**config.mk**
```make
export PLATFORM = sky130hd
export DESIGN_NAME = byteSequencer
export DESIGN_NICKNAME = d
export VERILOG_FILES = /design/src/memCtrlPkg.sv /design/src/byteSequencer.sv
export VERILOG_INCLUDE_DIRS = /design/src /design/src/src
export SDC_FILE = /design/constraint.sdc
export NUM_CORES = 1
export LEC_CHECK = 0
export ABC_AREA = 1
export ABC_CLOCK_PERIOD_IN_PS = 4100
export BUFFER_PORTS_ARGS = -buffer_cell sky130_fd_sc_hd__buf_2
export CAP_MARGIN = 20
export CORE_UTILIZATION = 50
export DETAILED_ROUTE_END_ITERATION = 16
export PLACE_DENSITY = 0.89
export SYNTH_ARGS = -nofsm -noshare
export SYNTH_HDL_FRONTEND = slang
export SYNTH_SLANG_ARGS = --single-unit
export TNS_END_PERCENT = 20
```
**constraint.sdc**
```tcl
create_clock -name clk -period 4.1 [get_ports clk]
set_input_delay 0.205 -clock clk [delete_from_list [all_inputs] [get_ports clk]]
set_output_delay 0.205 -clock clk [all_outputs]
set_load 0.01 [all_outputs]
```
**src/memCtrl_defs.svh**
```systemverilog
`ifndef MEMCTRL_DEFS_SVH
`define MEMCTRL_DEFS_SVH

// cpu side address bus
`define MEM_ADDR_W 32

// instruction and load/store word
`define MEM_DATA_W 32

// width of one ram location
`define BYTE_W 8

// ram index bits, low address bits only
`define RAM_ADDR_W 12

// number of ram locations, 4 KiB
`define RAM_DEPTH (1 << `RAM_ADDR_W)

`endif

```
**src/memCtrlPkg.sv**
```systemverilog
`include "memCtrl_defs.svh"

package memCtrlPkg;

    // who holds the memory port
    typedef enum logic [1:0] {
        OWN_IDLE  = 2'd0,
        OWN_FETCH = 2'd1,
        OWN_DATA  = 2'd2
    } memOwner_t;

    // byte count of a transfer, 1, 2 or 4
    typedef logic [2:0] memLen_t;

    // fetches always move a full word
    localparam memLen_t LEN_WORD = 3'd4;

    // load/store request, also the latched request in the arbiter
    typedef struct packed {
        logic                   isStore;
        memLen_t                len;
        logic [`MEM_ADDR_W-1:0] addr;
        logic [`MEM_DATA_W-1:0] wdata;
    } memReq_t;

    // one byte access toward the ram
    typedef struct packed {
        logic                   write;
        logic [`MEM_ADDR_W-1:0] addr;
        logic [`BYTE_W-1:0]     wdata;
    } ramPort_t;

endpackage

```
**src/byteSequencer.sv**
```systemverilog
`timescale 1ns/10ps
`include "memCtrl_defs.svh"

module byteSequencer (
    input  logic                   clk,
    input  logic                   rst,
    input  logic                   advance,
    input  logic                   start,
    input  memCtrlPkg::memReq_t    req,
    input  logic [`BYTE_W-1:0]     ramRdata,
    output memCtrlPkg::ramPort_t   ram,
    output logic                   finish,
    output logic [`MEM_DATA_W-1:0] rdata
);
    logic                   active;
    logic                   inXfer;
    logic                   issuing;
    logic                   capture;
    logic [2:0]             stage;
    logic [2:0]             ramIdx;
    logic [2:0]             lastIdx;
    logic [1:0]             capLane;
    logic [`MEM_DATA_W-1:0] assembly;
    logic [`MEM_DATA_W-1:0] loadWord;

    // start covers the first byte, active the rest
    assign inXfer  = start || active;

    // stage counts byte addresses already issued
    assign issuing = inXfer && (stage < req.len);
    assign lastIdx = req.len - 3'd1;

    // stores end on the last write, loads once the last byte is back
    always_comb begin
        if (req.isStore) begin
            finish = inXfer && (stage == lastIdx);
        end else begin
            finish = inXfer && (stage == req.len);
        end
    end

    // the ram registers its output every cycle, so while frozen it is
    // pointed back at the byte already sitting in ramRdata
    always_comb begin
        if (!advance) begin
            ramIdx = stage - 3'd1;
        end else begin
            ramIdx = stage;
        end
    end

    always_comb begin
        ram.write = issuing && req.isStore && advance;
        ram.addr  = req.addr + {{(`MEM_ADDR_W - 3){1'b0}}, ramIdx};
        ram.wdata = req.wdata[`BYTE_W * stage[1:0] +: `BYTE_W];
    end

    // byte returned now belongs to the previous stage
    assign capLane = stage[1:0] - 2'd1;
    assign capture = inXfer && !req.isStore && (stage != 3'd0) && !finish;

    // last byte comes straight from the ram, upper lanes stay zero
    always_comb begin
        loadWord = assembly;
        loadWord[`BYTE_W * lastIdx[1:0] +: `BYTE_W] = ramRdata;
    end

    assign rdata = req.isStore ? '0 : loadWord;

    always_ff @(posedge clk) begin
        if (rst) begin
            active <= 1'b0;
            stage  <= 3'd0;
        end else if (advance) begin
            if (finish) begin
                active <= 1'b0;
                stage  <= 3'd0;
            end else if (inXfer) begin
                active <= 1'b1;
                if (issuing) begin
                    stage <= stage + 3'd1;
                end
            end
        end
    end

    // cleared after every transfer for zero extension
    always_ff @(posedge clk) begin
        if (rst) begin
            assembly <= '0;
        end else if (advance) begin
            if (finish) begin
                assembly <= '0;
            end else if (capture) begin
                assembly[`BYTE_W * capLane +: `BYTE_W] <= ramRdata;
            end
        end
    end

endmodule

```
==> impl_results.md, run 1 <==
- Synth async-reset ratio: 0%
- Yosys reg bits: 36
- CTS Buf Count: 5
- Crit-path max FO: 13
- Final Setup Violations: 0
- Core Util, Final: 64.3%
- WL per Instance: 14.0 microns
- Area delta synth->final: 22.6%
- Gr ovfl total: 0
- WS Path Type: reg -> out
- Distinct cells, synth: 35
- Initial Utilization: 52.5%
- LEAKAGE: 0.00223 uW
- Post-synth EDFFs: 0
- Commonest register cell after synthesis: dfxtp_1
- Cell Rows: 31
- Tot GR Track Use: 30.2%
- Via count: 4735
- Die height: ~90 microns
- Num ports: 154
- GP Congestion: 1.01
- Largest net degree at the start of global routing: 32
- Tmin final: roughly 3500 ps
- Detail Placement HPWL: 9.67 mm
- Synthesized instance count: approximately 640
- Startpoint Class: flip-flop
- Hold WS: about 340 ps
- Crit path DAT: 3290 ps
- First-pass DRT Iterations: 6
- Post-CTS Resized: 0
- Mapped cell area: 3850 sq um
- CTS sink count: 36
- Worst rel slew slack: 43.7%
- Clk Latency, worst-skew pair: 300 ps
- CP max-delay cell: ha_1
- Final Hold Fails: 0
- N_diodes: 0
- DR DRC count: 0
- Root buf cell: clkbuf_8
- Synth warn: 0
- Clk pin slew, worst setup/hold paths: 80 ps
- Post-CTS setup buffers: 0
- Avg Synthesized Cell Area: 6.00 sq um
- MaxCap Viol Count: 0
- Core area: 7330 sq um
- Peak supply drop: 185 uV
- First-pass GRT wire length: 20.2 mm
- Status: completed
- DR iter-0 viols: 408
- Most frequent CP cell: nand2_1
- Ratio of final minimum period to clock period: a little under nine tenths
- Max-slew violations: 0
- Final #Nets: between 800 and 900
- Die area: 8050 sq um
- Syn_nets: between 700 and 800
- Final WS setup: 606 ps
- Hold crit path type: in -> reg
- Worst path buffer plus inverter count: 5
- Peak Freq: 0.286 GHz
- Post-CTS Hold Fix Bufs: 0
- Port bufs: 153
- Pwr Total: ~1100 uW
- DR vias/cell: 5.39
- Worst-margin pin slew: 839 ps
- Fin Setup TNS: 0 ps
- CTS tree: built
- Die Wd: 89.7 microns
- Share of layout cells above drive strength 1: 24.8%
- Pre-CTS setup slack: roughly 960 ps
- Max clock buf depth: 2
- Required @ worst endpoint: 3890 ps
- Htree depth: 2
- Post-route clock skew: around 8.4 ps
- PD cells: ~230 nW/um^2
- Vias in the first global route: ~4500
- Worst path max stage delay: 490 ps
- Unrepaired setup endpoints after global routing: false
- Seq/Total Area, Yosys: 18.7%
- Crit path capture type: output pin
- Initial antenna violation count: 0
- Top delay family on crit path: adder cells
- Cell breakdown of the critical path: inv_2 -> ha_1 -> o21ai_0 -> inv_1 -> fa_1 -> inv_1 -> nand2_1 -> nand2_1 -> nand2_1 -> inv_1 -> nand2_1 -> nor2_1 -> and3_1 -> xor2_1 -> buf_2
- Routed WL: 12.3 mm
- Remaining antenna violation count: 0
worst reg2reg max path, stage by stage (launching register included):
cell	delay, ps
dfxtp_1	310
inv_1	70
buf_4	240
ha_1	310
inv_1	70
nand3_1	90
nor2_2	150
nand2_4	170
nand3_4	270
nand2_1	110
inv_2	210
nand3_1	110
nand2_1	90
nor2_1	50
power breakdown:
group	total (uW)	switching, uW	internal, uW
combinational	399	261	138
sequential	363	4.36	358
clock	314	134	180
total	1080	399	676
layout by cell type, fill, tap and decap left out:
cell type / instances
buf_2: 153
nand2_1: 144
nor2_1: 91
inv_1: 70
a21oi_1: 52
nand4_1: 38
nand3_1: 37
dfxtp_1: 36
o21ai_0: 27
xor2_1: 19
ha_1: 18
xnor2_1: 14
nor3_1: 12
nor4_1: 11
nand3_2: 9
o22ai_1: 8
inv_2: 6
nor2_2: 5
clkbuf_8: 5
clkinv_1: 4
buf_4: 3
nand2_2: 2
nand2_4: 2
nand3_4: 2
nor3_2: 2
o21ai_1: 1
nand4_4: 1
and3_1: 1
a211oi_1: 1
nor3b_1: 1
fa_1: 1
bufinv_16: 1
clkinv_2: 1
clkinvlp_4: 1
state kept, by name, summed over array words and instances, names as in the netlist:
register,cells
assembly,32
stage,3
active,1
metal layers:
layer  part of all wire [%]  wire length [microns]  global-route usage [%]
met1                     40                   4960                    36.8
met2                     48                   5880                    52.0
met3                    7.3                    897                    4.65
met4                    4.2                    519                    13.9
met5                      0                      0                       0
cell usage after synthesis (2+ instances only):
master    instances  area (sq um)
clkinv_1          4          15.0
nand3_1          37           185
nor3_2            2          20.0
inv_1            70           263
buf_2             8          40.0
nand2_4           2          22.5
buf_1             3          11.3
a21oi_1          52           260
clkbuf_1         10          37.5
o21ai_0          27           135
buf_6             2          22.5
nand3_2           9          90.1
nand3_4           2          35.0
xor2_1           19           166
o22ai_1           8          50.1
ha_1             18           225
nor2_1           91           342
nand2_2           2          12.5
nor3_1           12          60.1
dfxtp_1          36           721
xnor2_1          14           123
nand2_1         144           541
inv_2             6          22.5
nand4_1          38           238
nor2_2            5          31.3
nor4_1           11          68.8
metrics by stage:
step / instance area (sq um) / cells
after floorplan: 3850 / 641
after global placement: 4610 / 870
after detailed placement: 4610 / 870
after CTS: 4720 / 878
after global routing: 4720 / 878
final: 4720 / 878
layout make-up:
| cell class | count | area [sq um] |
|---|---|---|
| inverters | 80 | 300 |
| well taps | 99 | 124 |
| repair buffers | 156 | 788 |
| multi-input cells | 499 | 2670 |
| flip-flops and latches | 36 | 721 |
| clock inverters | 3 | 42.5 |
| fillers | 689 | 2610 |
| clock buffers | 5 | 68.8 |
worst paths after layout:
check	from	to	slack [ps]	cells after the start
setup / recovery	stage[1]$_SDFFE_PP0P_	ram[26]	610	15
hold / removal	rst	assembly[21]$_SDFFE_PP0P_	340	2
setup reg to reg	stage[0]$_SDFFE_PP0P_	assembly[6]$_SDFFE_PP0P_	1740	13
hold reg to reg	assembly[23]$_SDFFE_PP0P_	assembly[23]$_SDFFE_PP0P_	470	2
logic make-up (layout without fill, tap and decap cells):
kind of cell / count (synthesis) / in the layout / share of synthesized area (%)
adder cells (fa/ha/maj): 19 / 19 / 6.37
XOR/XNOR: 33 / 33 / 7.51
flip-flops: 36 / 36 / 18.7
buffers and inverters: 106 / 244 / 11.8
AO/OA/AOI/OAI: 89 / 89 / 11.9
AND/OR/NAND/NOR: 358 / 358 / 43.7
No activity file was read; power rests on OpenSTA's default activity.
==> run 2: changes to the inputs <==
--- a/config.mk
+++ b/config.mk
@@ -7,12 +7,12 @@
 export NUM_CORES = 1
 export LEC_CHECK = 0
 export ABC_AREA = 1
-export ABC_CLOCK_PERIOD_IN_PS = 4100
+export ABC_CLOCK_PERIOD_IN_PS = 4200
 export BUFFER_PORTS_ARGS = -buffer_cell sky130_fd_sc_hd__buf_2
 export CAP_MARGIN = 20
-export CORE_UTILIZATION = 50
+export CORE_UTILIZATION = 54
 export DETAILED_ROUTE_END_ITERATION = 16
-export PLACE_DENSITY = 0.89
+export PLACE_DENSITY = 0.95
 export SYNTH_ARGS = -nofsm -noshare
 export SYNTH_HDL_FRONTEND = slang
 export SYNTH_SLANG_ARGS = --single-unit
==> constraint.sdc (replaced) <==
create_clock -name clk -period 4.2 [get_ports clk]
set_input_delay 0.21 -clock clk [delete_from_list [all_inputs] [get_ports clk]]
set_output_delay 0.21 -clock clk [all_outputs]
set_load 0.01 [all_outputs]
==> run 2 against run 1 <==
Against the previous run:
- hold slack got worse by 23 ps
- critical path type unchanged
- critical path depth unchanged
- global-route usage up 3.0 points
- core utilization is 5.3 points higher
- power grew 9.2%
- sequential power down 2%
- cell count shrank 0.46%
- flip-flop and latch count did not move
- sequential share of layout area down 0.094 points
- via count increased by 2.5%
- clock skew fell by 4.1 ps
==> impl_results.md, run 2 (same netlist as run 1, synthesis figures left out) <==
- Status: completed
- WS Path Type: reg -> out
- Post-route clock skew: 4.26 ps
- Num ports: 154
- Post-Place Cells: 866
- Vias in the first global route: 4273
- Port bufs: between 150 and 200
- P_sw: just under 400 uW
- # fillers: 638
- First-pass GRT wire length: around 20 mm
- Fin Setup TNS: 0 ps
- CTS sink count: 36
- DR vias/cell: 5.55
- N_diodes: 0
- Root buf cell: clkbuf_8
- Ratio of final minimum period to clock period: 88.8%
- Share of layout cells above drive strength 1: between 20% and 30%
- Final Setup Violations: 0
- DR iter-0 viols: 476
- Die Wd: 86.4 microns
- Area delta synth->final: 23.6%
- DR DRC count: 0
- Unrepaired setup endpoints after global routing: false
- Peak Freq: 0.268 GHz
- Routed WL: 12.5 mm
- Number of flip-flops in the largest register: 32
- Clk pin slew, worst setup/hold paths: about 80 ps
- Final #Nets: 876
- Sequential share of power: 30.3%
- Worst-margin pin slew: around 940 ps
- Logic pwr share: 33.1%
- Required @ worst endpoint: 3990 ps
- Cell Rows: 30
- Commonest non-fill, non-tap cell in the layout: buf_2
- Max-slew violations: 0
- Area occupied by multi-input gates: between 2000 and 3000 sq um
- LEAKAGE: 0.00225 uW
- R2R Setup Slk: approximately 1900 ps
- Tot GR Track Use: 33.2%
- Startpoint Class: flip-flop
- Worst rel slew slack: 36.7%
- WL per Instance: 14.3 microns
- Final Hold Fails: 0
- Peak supply drop: 178 uV
- Die area: 7470 sq um
- Post-CTS setup buffers: 0
- Initial antenna violation count: 0
- Clk Latency, worst-skew pair: 300 ps
- PD cells: around 250 nW/um^2
- Clock Power Share: 36.6%
- Largest regs: assembly: 32 flops, stage: 3 flops, active: 1 flops
- Storage element area: 722 sq um
- Crit path capture type: output pin
- Final Non-Filler Cells: 874
- Die height: 86.4 microns
- Largest net degree at the start of global routing: 32
- Net Sw Frac: about a third
- Initial Utilization: 56.3%
- Remaining antenna violation count: 0
- First-pass DRT Iterations: 10
- Tmin final: 3730 ps
- CTS Buf Count: 5
- GP Congestion: between 1 and 1.5
- Via count: 4855
- Biggest register: assembly
- Core area: 6830 sq um
- Internal Power: a little under 800 uW
- Max clock buf depth: 2
- Gr ovfl total: 0
- Htree depth: 2
- CTS tree: built
- Crit-path max FO: 16
- MaxCap Viol Count: 0
- Detail Placement HPWL: 9.98 mm
- Most frequent cells in the layout: buf_2, nand2_1, nor2_1
- Hold crit path type: in -> reg
- Crit path DAT: between 3000 and 4000 ps
-- run 2: cell types whose count changed in the layout (fill, tap and decap cells not counted) --
cell        previous run  this run
buf_4                  3         2
clkinvlp_4             1         0
bufinv_16              1         3
clkinv_2               1         0
dfxtp_2                0         1
dfxtp_1               36        35
-- run 2: area by class of cell --
| class | count | area share [%] |
|---|---|---|
| multi-input cells | 499 | 56.2 |
| clock buffers | 5 | 1.45 |
| clock inverters | 3 | 1.89 |
| flip-flops and latches | 36 | 15.2 |
| repair buffers | 155 | 16.4 |
| well taps | 96 | 2.53 |
| inverters | 80 | 6.32 |
-- run 2: final timing paths --
path	from	endpoint	cells after the start
min reg2reg	assembly[8]$_SDFFE_PP0P_	assembly[8]$_SDFFE_PP0P_	2
max	stage[1]$_SDFFE_PP0P_	ram[26]	15
max reg2reg	stage[0]$_SDFFE_PP0P_	assembly[28]$_SDFFE_PP0P_	13
min	rst	assembly[22]$_SDFFE_PP0P_	2
-- run 2: what timing repair did --
item,CTS,global route
setup endpoints to repair,0,2
hold buffers,0,0
resized for setup,0,1
-- run 2: power by group through the flow --
stage	clock network, uW	registers (uW)	logic, uW
2_1_floorplan	0	362	250
3_3_place_gp	0	363	375
3_5_place_dp	0	363	382
4_1_cts	432	355	384
5_1_grt	450	356	424
6_report	429	355	389
-- run 2: per-stage QoR --
step           cell area [sq um]  hold WS [ps]  utilization, %  setup slack [ps]  total power, uW
2_1_floorplan               3850           423               -               643              612
3_3_place_gp                4590           451            67.3               779              738
3_5_place_dp                4590           460            67.3               656              745
4_1_cts                     4750           311            69.6               319             1170
5_1_grt                     4750           338            69.6               182             1230
6_report                    4750           315            69.6               471             1170
-- run 2: per-layer routing --
| metal | vias to the layer above | share of wire, % | GRT usage (%) |
|---|---|---|---|
| met5 | - | 0 | 0 |
| met4 | 0 | 3.4 | 13.3 |
| met3 | 47 | 8.0 | 3.81 |
| met2 | 257 | 49 | 57.4 |
| met1 | 2174 | 40 | 42.0 |
| li1 | 2377 | - | - |
-- run 2: worst max-delay path: stages (launching register included) --
cell     delay (ps)
dfxtp_2         490
inv_2           160
ha_1            510
o21ai_0         310
inv_1           100
fa_1            440
inv_1            70
nand2_1          50
nand2_1          50
nand2_1         100
inv_1            90
nand2_1         110
nor2_1          240
and3_1          220
xor2_1          130
buf_2           140
