--- src/memCtrl_defs.svh ---
`ifndef MEMCTRL_DEFS_SVH
`define MEMCTRL_DEFS_SVH

// cpu side address bus
`define MEM_ADDR_W 32

// instruction and load/store word
`define MEM_DATA_W 32

// width of one ram location
`define BYTE_W 8

// ram index bits, low address bits only
`define RAM_ADDR_W 12

// number of ram locations, 4 KiB
`define RAM_DEPTH (1 << `RAM_ADDR_W)

`endif

--- src/memCtrlPkg.sv ---
`include "memCtrl_defs.svh"

package memCtrlPkg;

    // who holds the memory port
    typedef enum logic [1:0] {
        OWN_IDLE  = 2'd0,
        OWN_FETCH = 2'd1,
        OWN_DATA  = 2'd2
    } memOwner_t;

    // byte count of a transfer, 1, 2 or 4
    typedef logic [2:0] memLen_t;

    // fetches always move a full word
    localparam memLen_t LEN_WORD = 3'd4;

    // load/store request, also the latched request in the arbiter
    typedef struct packed {
        logic                   isStore;
        memLen_t                len;
        logic [`MEM_ADDR_W-1:0] addr;
        logic [`MEM_DATA_W-1:0] wdata;
    } memReq_t;

    // one byte access toward the ram
    typedef struct packed {
        logic                   write;
        logic [`MEM_ADDR_W-1:0] addr;
        logic [`BYTE_W-1:0]     wdata;
    } ramPort_t;

endpackage

--- src/memArbiter.sv ---
`timescale 1ns/10ps
`include "memCtrl_defs.svh"

module memArbiter (
    input  logic                   clk,
    input  logic                   rst,
    input  logic                   advance,
    input  logic                   fetchEn,
    input  logic [`MEM_ADDR_W-1:0] fetchAddr,
    input  logic                   dataEn,
    input  memCtrlPkg::memReq_t    dataReq,
    input  logic                   seqFinish,
    input  logic [`MEM_DATA_W-1:0] seqRdata,
    output logic                   start,
    output memCtrlPkg::memReq_t    curReq,
    output logic                   fetchDone,
    output logic [`MEM_DATA_W-1:0] fetchInst,
    output logic                   dataDone,
    output logic [`MEM_DATA_W-1:0] dataRdata,
    output memCtrlPkg::memOwner_t  busy
);
    memCtrlPkg::memReq_t fetchReq;
    logic                accept;
    logic                finishFetch;
    logic                finishData;

    // fetch is a plain 4-byte load
    always_comb begin
        fetchReq.isStore = 1'b0;
        fetchReq.len     = memCtrlPkg::LEN_WORD;
        fetchReq.addr    = fetchAddr;
        fetchReq.wdata   = '0;
    end

    // en of a request that just got done is still high, so skip that cycle
    assign accept = advance && (busy == memCtrlPkg::OWN_IDLE) && !fetchDone && !dataDone
                    && (dataEn || fetchEn);

    assign finishFetch = advance && seqFinish && (busy == memCtrlPkg::OWN_FETCH);
    assign finishData  = advance && seqFinish && (busy == memCtrlPkg::OWN_DATA);

    always_ff @(posedge clk) begin
        if (rst) begin
            busy  <= memCtrlPkg::OWN_IDLE;
            start <= 1'b0;
        end else if (advance) begin
            start <= 1'b0;
            if (seqFinish && busy != memCtrlPkg::OWN_IDLE) begin
                busy <= memCtrlPkg::OWN_IDLE;
            end else if (accept) begin
                // data port wins
                busy  <= dataEn ? memCtrlPkg::OWN_DATA : memCtrlPkg::OWN_FETCH;
                start <= 1'b1;
            end
        end
    end

    always_ff @(posedge clk) begin
        if (accept) begin
            curReq <= dataEn ? dataReq : fetchReq;
        end
    end

    // done is a single cycle pulse, also across a stall
    always_ff @(posedge clk) begin
        if (rst) begin
            fetchDone <= 1'b0;
            dataDone  <= 1'b0;
        end else begin
            fetchDone <= finishFetch;
            dataDone  <= finishData;
        end
    end

    always_ff @(posedge clk) begin
        if (rst) begin
            fetchInst <= '0;
            dataRdata <= '0;
        end else begin
            if (finishFetch) begin
                fetchInst <= seqRdata;
            end
            if (finishData) begin
                dataRdata <= seqRdata;
            end
        end
    end

endmodule

--- config.mk ---
export PLATFORM = sky130hd
export DESIGN_NAME = memArbiter
export DESIGN_NICKNAME = d
export VERILOG_FILES = /design/src/memCtrlPkg.sv /design/src/memArbiter.sv
export VERILOG_INCLUDE_DIRS = /design/src /design/src/src
export SDC_FILE = /design/constraint.sdc
export NUM_CORES = 1
export LEC_CHECK = 0
export ABC_AREA = 0
export BUFFER_PORTS_ARGS = -buffer_cell sky130_fd_sc_hd__buf_2
export CORE_UTILIZATION = 40
export CTS_CLUSTER_DIAMETER = 40
export DETAILED_ROUTE_END_ITERATION = 12
export GPL_ROUTABILITY_DRIVEN = 0
export GPL_TIMING_DRIVEN = 0
export PLACE_DENSITY_LB_ADDON = 0.3
export SLEW_MARGIN = 40
export SYNTH_ARGS = -nofsm -noshare
export SYNTH_HDL_FRONTEND = slang
export SYNTH_SLANG_ARGS = --single-unit
--- constraint.sdc ---
create_clock -name clk -period 10.1 [get_ports clk]
set_input_delay 1.01 -clock clk [delete_from_list [all_inputs] [get_ports clk]]
set_output_delay 1.01 -clock clk [all_outputs]
set_load 0.03 [all_outputs]
==> impl_results.md, run 1 <==
* Outcome: finished clean
* Crit start category: input pin
* Share of cells above drive strength 1 at 45.0%
* WL per Instance at 15.2 um
* Max cap viols at 0
* CP max stage cell: nor3_2
* Worst reg2reg startpoint: busy[1]
* Antenna violations before repair at 1
* GRT overflow at 0
* Via/cell ratio at 4.60
* EDFF count, synth at 68
* Setup Skew at 7.14 ps
* CTS tree: done
* CTS HTree Levels at 4
* Yosys reg bits at 137
* CTS Hold Bufs at 0
* Gate Count Post-Synth at 410
* Fin crit share at 28.4%
* Most instantiated cells after synthesis: nand2b_1 (101), dfxtp_1 (69), edfxtp_1 (68), mux2i_1 (64), and2_1 (36)
* CTS root buf: clkbuf_16
* Die height at 120 um
* First-pass DRT Iterations at 4
* ANT nets after route at 0
* Skew-Pair Late Insertion Delay at 410 ps
* I/O Buffers at 272
* Slew @ Worst Pin at 473 ps
* Pin count of the biggest net entering global routing at 17
* Min-delay src: fetchInst[3]
* Synth top area cells: edfxtp_1 (37%), dfxtp_1 (25%), mux2i_1 (12%)
* CP dominant cell by count: buf_2
* Synth area leader: edfxtp_1
* CP Cell Sequence: buf_2 -> buf_2 -> nor2_1 -> nor3_2 -> buf_4 -> buf_2 -> buf_4 -> buf_2
* Tmin final at 2870 ps
* Crit path max fanout at 10
* Peak VDD IR at 82.9 uV
* Die width at 120 um
* Mapped Area at 5540 um2
* DRC violations left at 0
* R2R depth at 6
* Post-CTS Setup Inserts at 0
* Initial Util at 41.4%
* Crit path DAT at 2970 ps
* GR Util All Layers at 20.0%
* N_diodes at 0
* CP Capture Point: curReq[20]
* Lkg Pwr at 3.61 nW
* Main synth FF type: dfxtp_1
* Vias in the first global route at 4271
* Critical Path End Type: flop
* R2r setup slk at 7630 ps
* F_max at 0.349 GHz
* Worst slew margin at 68.5%
* Post-CTS sizing at 0
* Initial drt markers at 164
* Critical path required time at 10200 ps
* Crit. Startpoint: dataEn
* Final hold vios at 0
* Max stage delay on crit path at 410 ps
* CP delay by family, top: buffers and inverters
* Reg-to-reg endpoint: curReq[20]
* CTS Sinks at 137
* RSZ-0062 raised after global routing: false
* Final setup vio count at 0
* Post-synth ARST share at 0%
* Setup tns final at 0 ps
* WP buf/inv at 6
* Overall power at 1.39 mW
* Most common cell in the synthesized netlist: nand2b_1
* Detailed Route WL at 13.7 mm
* Worst hold path class: reg2reg
* CP Class: in2reg
* Post-synthesis cell type count at 21
* Post-synth top area share at 36.8%
* TritonCTS Buffers at 17
* PwrDens at 179 nW/um2
* Die Area at 14300 um2
* Syn Area/Cell at 13.5 um2
* Row count at 42
* First-pass GRT wire length at 21.7 mm
* Final nets at 848
* YS warnings at 0
* DP HPWL at 10.7 mm
* Final core occ at 57.9%
* Syn-to-layout area delta at 40.1%
* Routed vias at 4134
* Number of primary I/O pins at 275
* Seq/Total Area, Yosys at 61.7%
* CP Depth at 8
* Clock transition at path regs at 50 ps
* Syn nets at 548
* Core box area at 13400 um2
* Final Slew Violations at 0
* Clk buf depth at 2
[final cells by class]
class	instances	area (um2)
fillers	1115	5640
clock inverters	10	126
repair buffers	281	1430
multi-input cells	245	1960
plain buffers	27	159
well taps	176	220
flip-flops and latches	137	3420
clock buffers	22	444
inverters	1	3.75
[sequential cells by signal (all words and copies together) (netlist names)]
| signal | flops |
|---|---|
| busy | 2 |
| curReq | 68 |
| dataDone | 1 |
| dataRdata | 32 |
| fetchDone | 1 |
| fetchInst | 32 |
| start | 1 |
[report_power, final]
part / total, mW / switching, mW / internal [mW] / leakage (nW)
logic: 0.166 / 0.101 / 0.0642 / 2.13
registers: 0.622 / 0.00725 / 0.615 / 1.21
clock network: 0.600 / 0.216 / 0.384 / 0.272
total: 1.39 / 0.325 / 1.06 / 3.61
[cells in the final DEF, fill, tap and decap left out, types with 2 or more instances in the layout]
cell type	count
and2_1	36
clkbuf_16	17
buf_2	285
clkbuf_1	14
clkinv_1	4
nor2_1	2
mux2_1	32
buf_6	5
buf_4	9
dfxtp_1	69
nand2b_1	101
o32ai_1	2
mux2i_1	64
bufinv_16	3
edfxtp_1	68
[per-stage QoR]
stage | hold slack (ps) | instance area [um2] | setup WS [ps] | cells
after global routing | 490 | 7760 | 7050 | 899
after CTS | 472 | 7760 | 7220 | 899
after detailed placement | 461 | 7190 | 6780 | 867
after global placement | 457 | 7130 | 1640 | 858
after floorplan | 595 | 5540 | 3410 | 410
final | 472 | 7760 | 7230 | 899
[worst min path at each step]
stage                         end  slack [ps]  cells after the start
floorplan           fetchInst[10]         600                      2
global placement    fetchInst[13]         460                      2
detailed placement   fetchInst[3]         460                      2
CTS                  fetchInst[3]         470                      2
global route        dataRdata[27]         490                      2
finish               fetchInst[3]         470                      2
[logic make-up after synthesis]
| group | synth area share [%] |
|---|---|
| AOI/OAI and AO/OA | 0.609 |
| buffers and inverters | 2.93 |
| DFF | 61.7 |
| muxes | 18.1 |
| and+or+nand+nor | 16.7 |
[layer usage]
layer / track usage [%] / share of wire, %
met3: 7.89 / 9.2
met1: 21.0 / 38
met2: 34.5 / 50
met4: 10.2 / 2.9
met5: 0 / 0.095
[tightest hold or removal path: cells and delay by family, from the launching register on]
family | cells | cell delay (ps)
DFF | 1 | 300
muxes | 1 | 60
and+or+nand+nor | 1 | 60
Note: power is estimated with default switching activity, not from simulation.
==> run 2, diff against run 1 <==
==> constraint.sdc (replaced) <==
create_clock -name clk -period 3 [get_ports clk]
set_input_delay 0.3 -clock clk [delete_from_list [all_inputs] [get_ports clk]]
set_output_delay 0.3 -clock clk [all_outputs]
set_load 0.03 [all_outputs]
==> run 2 against run 1 <==
Against the previous run: global-route usage is 0.44 points lower; non-clock buffer count is 4 lower; setup slack worse by 6400 ps; clock-buffer cell count is 4 lower; critical path depth is 3 lower; largest power group unchanged.
==> impl_results.md, run 2 (synthesis results as in run 1) <==
* R2r setup slk at 820 ps
* Slew @ Worst Pin at 473 ps
* GRT overflow at 0
* Worst slew margin at 68.4%
* CTS Sinks at 137
* Post-CTS sizing at 0
* Die height at 120 um
* Initial drt markers at 213
* Final Slew Violations at 0
* Largest register FFs at 68
* Clock transition at path regs at 50 ps
* DP HPWL at 10.8 mm
* Critical Path End Type: flop
* Worst hold path class: in2reg
* Die width at 120 um
* I/O Buffers at 272
* Antenna violations before repair at 0
* Commonest non-fill, non-tap cells in the layout: buf_2 (282), nand2b_1 (101), dfxtp_1 (69), edfxtp_1 (68), mux2i_1 (64)
* Reg-to-reg endpoint: curReq[66]
* Number of primary I/O pins at 275
* Share of cells above drive strength 1 at 45.3%
* Min-delay src: dataReq[66]
* Peak VDD IR at 322 uV
* Max stage delay on crit path at 450 ps
* Max cap viols at 0
* Clock power share at 42.8%
* Die Area at 14300 um2
* R2R depth at 5
* Pin count of the biggest net entering global routing at 17
* Worst hold endpoint: curReq[66]
* PwrDens at 598 nW/um2
* Seq pwr share at 45.2%
* Crit path DAT at 2300 ps
* Switch share at 24.6%
* ANT nets after route at 0
* Initial Util at 41.4%
* Tmin final at 2180 ps
* Int Pwr at 3.49 mW
* Routed vias at 4130
* First-pass GRT wire length at 21.2 mm
* Power share of the combinational group at 12.0%
* Most flops, register: curReq
* WL per Instance at 15.4 um
* Final nets at 844
* Via/cell ratio at 4.61
* Outcome: finished clean
* CP Cell Sequence: or3_1 -> nor3_4 -> buf_4 -> buf_6 -> buf_6
* CP max stage cell: or3_1
* Final hold vios at 0
* CTS tree: done
* Final core occ at 57.9%
* TritonCTS Buffers at 17
* Detailed Route WL at 13.8 mm
* Syn-to-layout area delta at 39.9%
* Row count at 42
* Setup Skew at 6.13 ps
* Final setup vio count at 0
* Vias in the first global route at 4228
* CP Class: reg2reg
* Core box area at 13400 um2
* Design Area, Final at 7750 um2
* Crit start category: flop
* CTS HTree Levels at 4
* CP dominant cell by count: buf_6
* Fillers at 1135
* Skew-Pair Late Insertion Delay at 410 ps
* F_max at 0.459 GHz
* First-pass DRT Iterations at 4
* N_diodes at 0
* Critical path required time at 3120 ps
* Placement Cell Area at 7190 um2
* Crit path max fanout at 13
* DRC violations left at 0
* CTS Hold Bufs at 0
* GR Util All Layers at 19.5%
* Hold path depth at 2
* Most common cell after layout, fill and taps aside: buf_2
* Worst reg2reg startpoint: busy[1]
* Post-CTS Setup Inserts at 0
* Final Hold Slack at 160 ps
* Psw at 1.14 mW
* Largest regs: curReq (68), dataRdata (32), fetchInst (32)
* RSZ-0062 raised after global routing: false
* Fin crit share at 72.7%
* Lkg Pwr at 3.59 nW
* Clk buf depth at 2
* CTS root buf: clkbuf_16
run 2: cell count changes in the layout (fill, tap and decap cells not counted), sizes merged:
cell      before  now
buf          299  295
bufinv         3    2
clkbuf        31   27
clkinv         6    8
clkinvlp       1    3
inv            1    2
run 2: worst max-delay path: cells and delay by family, from the launching register on:
| kind | cells | cell delay (ps) |
|---|---|---|
| buf+inv | 3 | 680 |
| simple gates | 2 | 850 |
| flops | 1 | 360 |
run 2: layer usage:
metal / routed length, um / GRT usage [%] / vias to the layer above
met1: 5310 / 21.0 / 1928
met4: 203 / 7.27 / 0
met2: 7190 / 34.9 / 172
li1: - / - / 2011
met5: 0 / 0 / -
met3: 1110 / 7.08 / 19
run 2: area by class of cell:
cell class	count	area [um2]	share of cell area, %
Sequential cell	137	3420	44.2
Tap cell	176	220	2.84
Inverter	1	3.75	0.0484
Timing Repair Buffer	277	1420	18.3
Clock buffer	18	429	5.53
Buffer	27	159	2.05
Multi-Input combinational cell	245	1970	25.4
Clock inverter	14	131	1.69
run 2: power by group through the flow:
stage	logic (mW)	clock network (mW)	registers [mW]
3_5_place_dp	0.563	0	2.14
4_1_cts	0.565	2.02	2.10
6_report	0.557	1.98	2.09
3_3_place_gp	0.539	0	2.14
5_1_grt	0.596	2.10	2.10
2_1_floorplan	0.165	0	2.31
run 2: worst max path at each step:
stage                     startpoint    endpoint  slack, ps  cells after the start
after floorplan              busy[1]   curReq[0]         60                      2
after global placement        dataEn  curReq[10]       -580                      4
after detailed placement      dataEn   curReq[1]        590                      7
after CTS                    busy[1]  curReq[66]        790                      5
after global routing         busy[1]  curReq[66]        680                      5
final                        busy[1]  curReq[66]        820                      5
run 2: stage by stage:
step	std cells	TNS, ps	power (mW)	setup slack, ps
floorplan	410	0	2.47	58.9
global placement	858	-38990	2.67	-580
detailed placement	863	0	2.70	592
CTS	895	0	4.68	787
global route	895	0	4.79	685
finish	895	0	4.64	819
==> run 3, diff against run 2 <==
==> constraint.sdc (replaced) <==
create_clock -name clk -period 2.2 [get_ports clk]
set_input_delay 0.22 -clock clk [delete_from_list [all_inputs] [get_ports clk]]
set_output_delay 0.22 -clock clk [all_outputs]
set_load 0.03 [all_outputs]
==> run 3 against run 2 <==
Against the previous run: critical path depth increased by 2; sequential power rose by 36%; sequential share of layout area is 0.072 points lower; first-iteration DRC count fell by 47%; clock skew about the same; via count rose by 0.24%; maximum frequency rose by 6.7%; hold slack worse by 77 ps; cell area increased by 0.42%; largest cell class unchanged; largest power group unchanged.
==> impl_results.md, run 3 (synthesis results as in run 1) <==
* RSZ-0062 raised after global routing: false
* Final setup vio count at 0
* GRT overflow at 0
* PwrDens at 793 nW/um2
* Fillers at 1139
* Max cap viols at 0
* First-pass GRT wire length at 21.5 mm
* Syn-to-layout area delta at 40.4%
* R2r setup slk at 160 ps
* Worst slew margin at 70.9%
* Crit. Startpoint: busy[1]
* Routed vias at 4140
* DRC violations left at 0
* Tmin final at 2040 ps
* R2R depth at 7
* Reg-to-reg endpoint: curReq[4]
* Lkg Pwr at 3.62 nW
* Critical Path End Type: flop
* Seq pwr share at 46.2%
* Final Slew Violations at 0
* Power share of the combinational group at 12.6%
* Peak VDD IR at 432 uV
* Most common cell after layout, fill and taps aside: buf_2
* CTS HTree Levels at 4
* Initial drt markers at 113
* Clk buf depth at 2
* Clock power share at 41.2%
* Highest Signal Layer: met5
* Largest register FFs at 68
* Initial Util at 41.4%
* Critical path required time at 2310 ps
* Share of cells above drive strength 1 at 46.3%
* Die width at 120 um
* CP Capture Point: curReq[4]
* Setup Skew at 5.64 ps
* F_max at 0.489 GHz
* Core box area at 13400 um2
* WL per Instance at 15.3 um
* I/O Buffers at 272
* Row count at 42
* Slew @ Worst Pin at 436 ps
* Antenna violations before repair at 2
* Most flops, register: curReq
* TritonCTS Buffers at 17
* Skew-Pair Late Insertion Delay at 410 ps
* DP HPWL at 10.6 mm
* Routed length on met1 at 5.41 mm
* Commonest non-fill, non-tap cells in the layout: buf_2 (282), nand2b_1 (101), edfxtp_1 (68), dfxtp_1 (66), mux2i_1 (64)
* Number of primary I/O pins at 275
* Largest regs: curReq (68), dataRdata (32), fetchInst (32)
* Finished Layout Cells at 900
* Psw at 1.51 mW
* First-pass DRT Iterations at 4
* Clock transition at path regs at 50 ps
* Worst hold path class: in2reg
* CTS Sinks at 137
* Int Pwr at 4.67 mW
* ANT nets after route at 0
* Vias in the first global route at 4252
* Fin crit share at 92.9%
* Outcome: finished clean
* Via/cell ratio at 4.60
* Crit path max fanout at 12
* Crit start category: flop
* Placed cells at 864
* Final nets at 848
* WL met2 at 7.15 mm
* Final Hold Slack at 83.5 ps
* Detailed Route WL at 13.8 mm
* CP Class: reg2reg
* Die Area at 14300 um2
* Die height at 120 um
* Switch share at 24.4%
* Worst reg2reg startpoint: busy[1]
* Final hold vios at 0
* GR Util All Layers at 19.6%
* Overall power at 6.17 mW
* Pin count of the biggest net entering global routing at 17
* Min-delay src: dataReq[66]
* DR WL met3 at 1.05 mm
* Crit path DAT at 2160 ps
* CTS root buf: clkbuf_16
* CTS tree: done
[run 3: worst max-delay path: stages, from the launching register on]
cell and delay [ps]:
dfxtp_4 360, or3_4 380, nor3_4 220, buf_6 150, buf_8 140, buf_8 150
buf_6 160, buf_6 170
[run 3: final cells by class]
class                   instances  area, um2  share of cell area (%)
clock inverters                 9       48.8                   0.627
well taps                     176        220                    2.83
plain buffers                  27        159                    2.04
diodes                          1       2.50                  0.0321
repair buffers                281       1460                    18.8
flip-flops and latches        137       3430                    44.1
clock buffers                  23        483                    6.20
inverters                       1       3.75                  0.0482
multi-input cells             245       1970                    25.4
[run 3: through the flow]
step	TNS [ps]	worst slack (ps)	util [%]	cell area, um2
2_1_floorplan	-42290	-622	-	5570
3_3_place_gp	-91680	-1350	53.4	7150
3_5_place_dp	-3070	-231	53.9	7230
4_1_cts	0	56.8	58.0	7770
5_1_grt	0	40.9	58.1	7790
6_report	0	156	58.1	7790
[run 3: power groups by stage]
stage | clock network (mW) | logic, mW | registers, mW
after floorplan | 0 | 0.226 | 3.15
after global placement | 0 | 0.736 | 2.91
after detailed placement | 0 | 0.778 | 2.91
after CTS | 2.60 | 0.783 | 2.86
after global routing | 2.71 | 0.832 | 2.86
final | 2.54 | 0.776 | 2.85
[run 3: worst min-delay path by stage]
| stage | end | slack (ps) | depth (start not counted) |
|---|---|---|---|
| 6_report | curReq[66] | 80 | 2 |
| 3_3_place_gp | fetchInst[12] | 460 | 2 |
| 3_5_place_dp | fetchInst[5] | 460 | 2 |
| 4_1_cts | curReq[66] | 60 | 2 |
| 5_1_grt | curReq[66] | 70 | 2 |
| 2_1_floorplan | dataRdata[31] | 400 | 2 |
[run 3: layer usage]
layer	up-vias	GRT usage, %
met1	1946	21.3
met3	18	6.99
met2	159	34.9
li1	2015	-
met4	2	7.34
met5	-	0
[run 3: what timing repair did]
item                                    in CTS  in global routing
endpoints found under the setup margin      11                 11
gates resized for setup                      0                  0
pin swaps                                    1                  0
setup buffers                                1                  2
hold buffers                                 0                  0
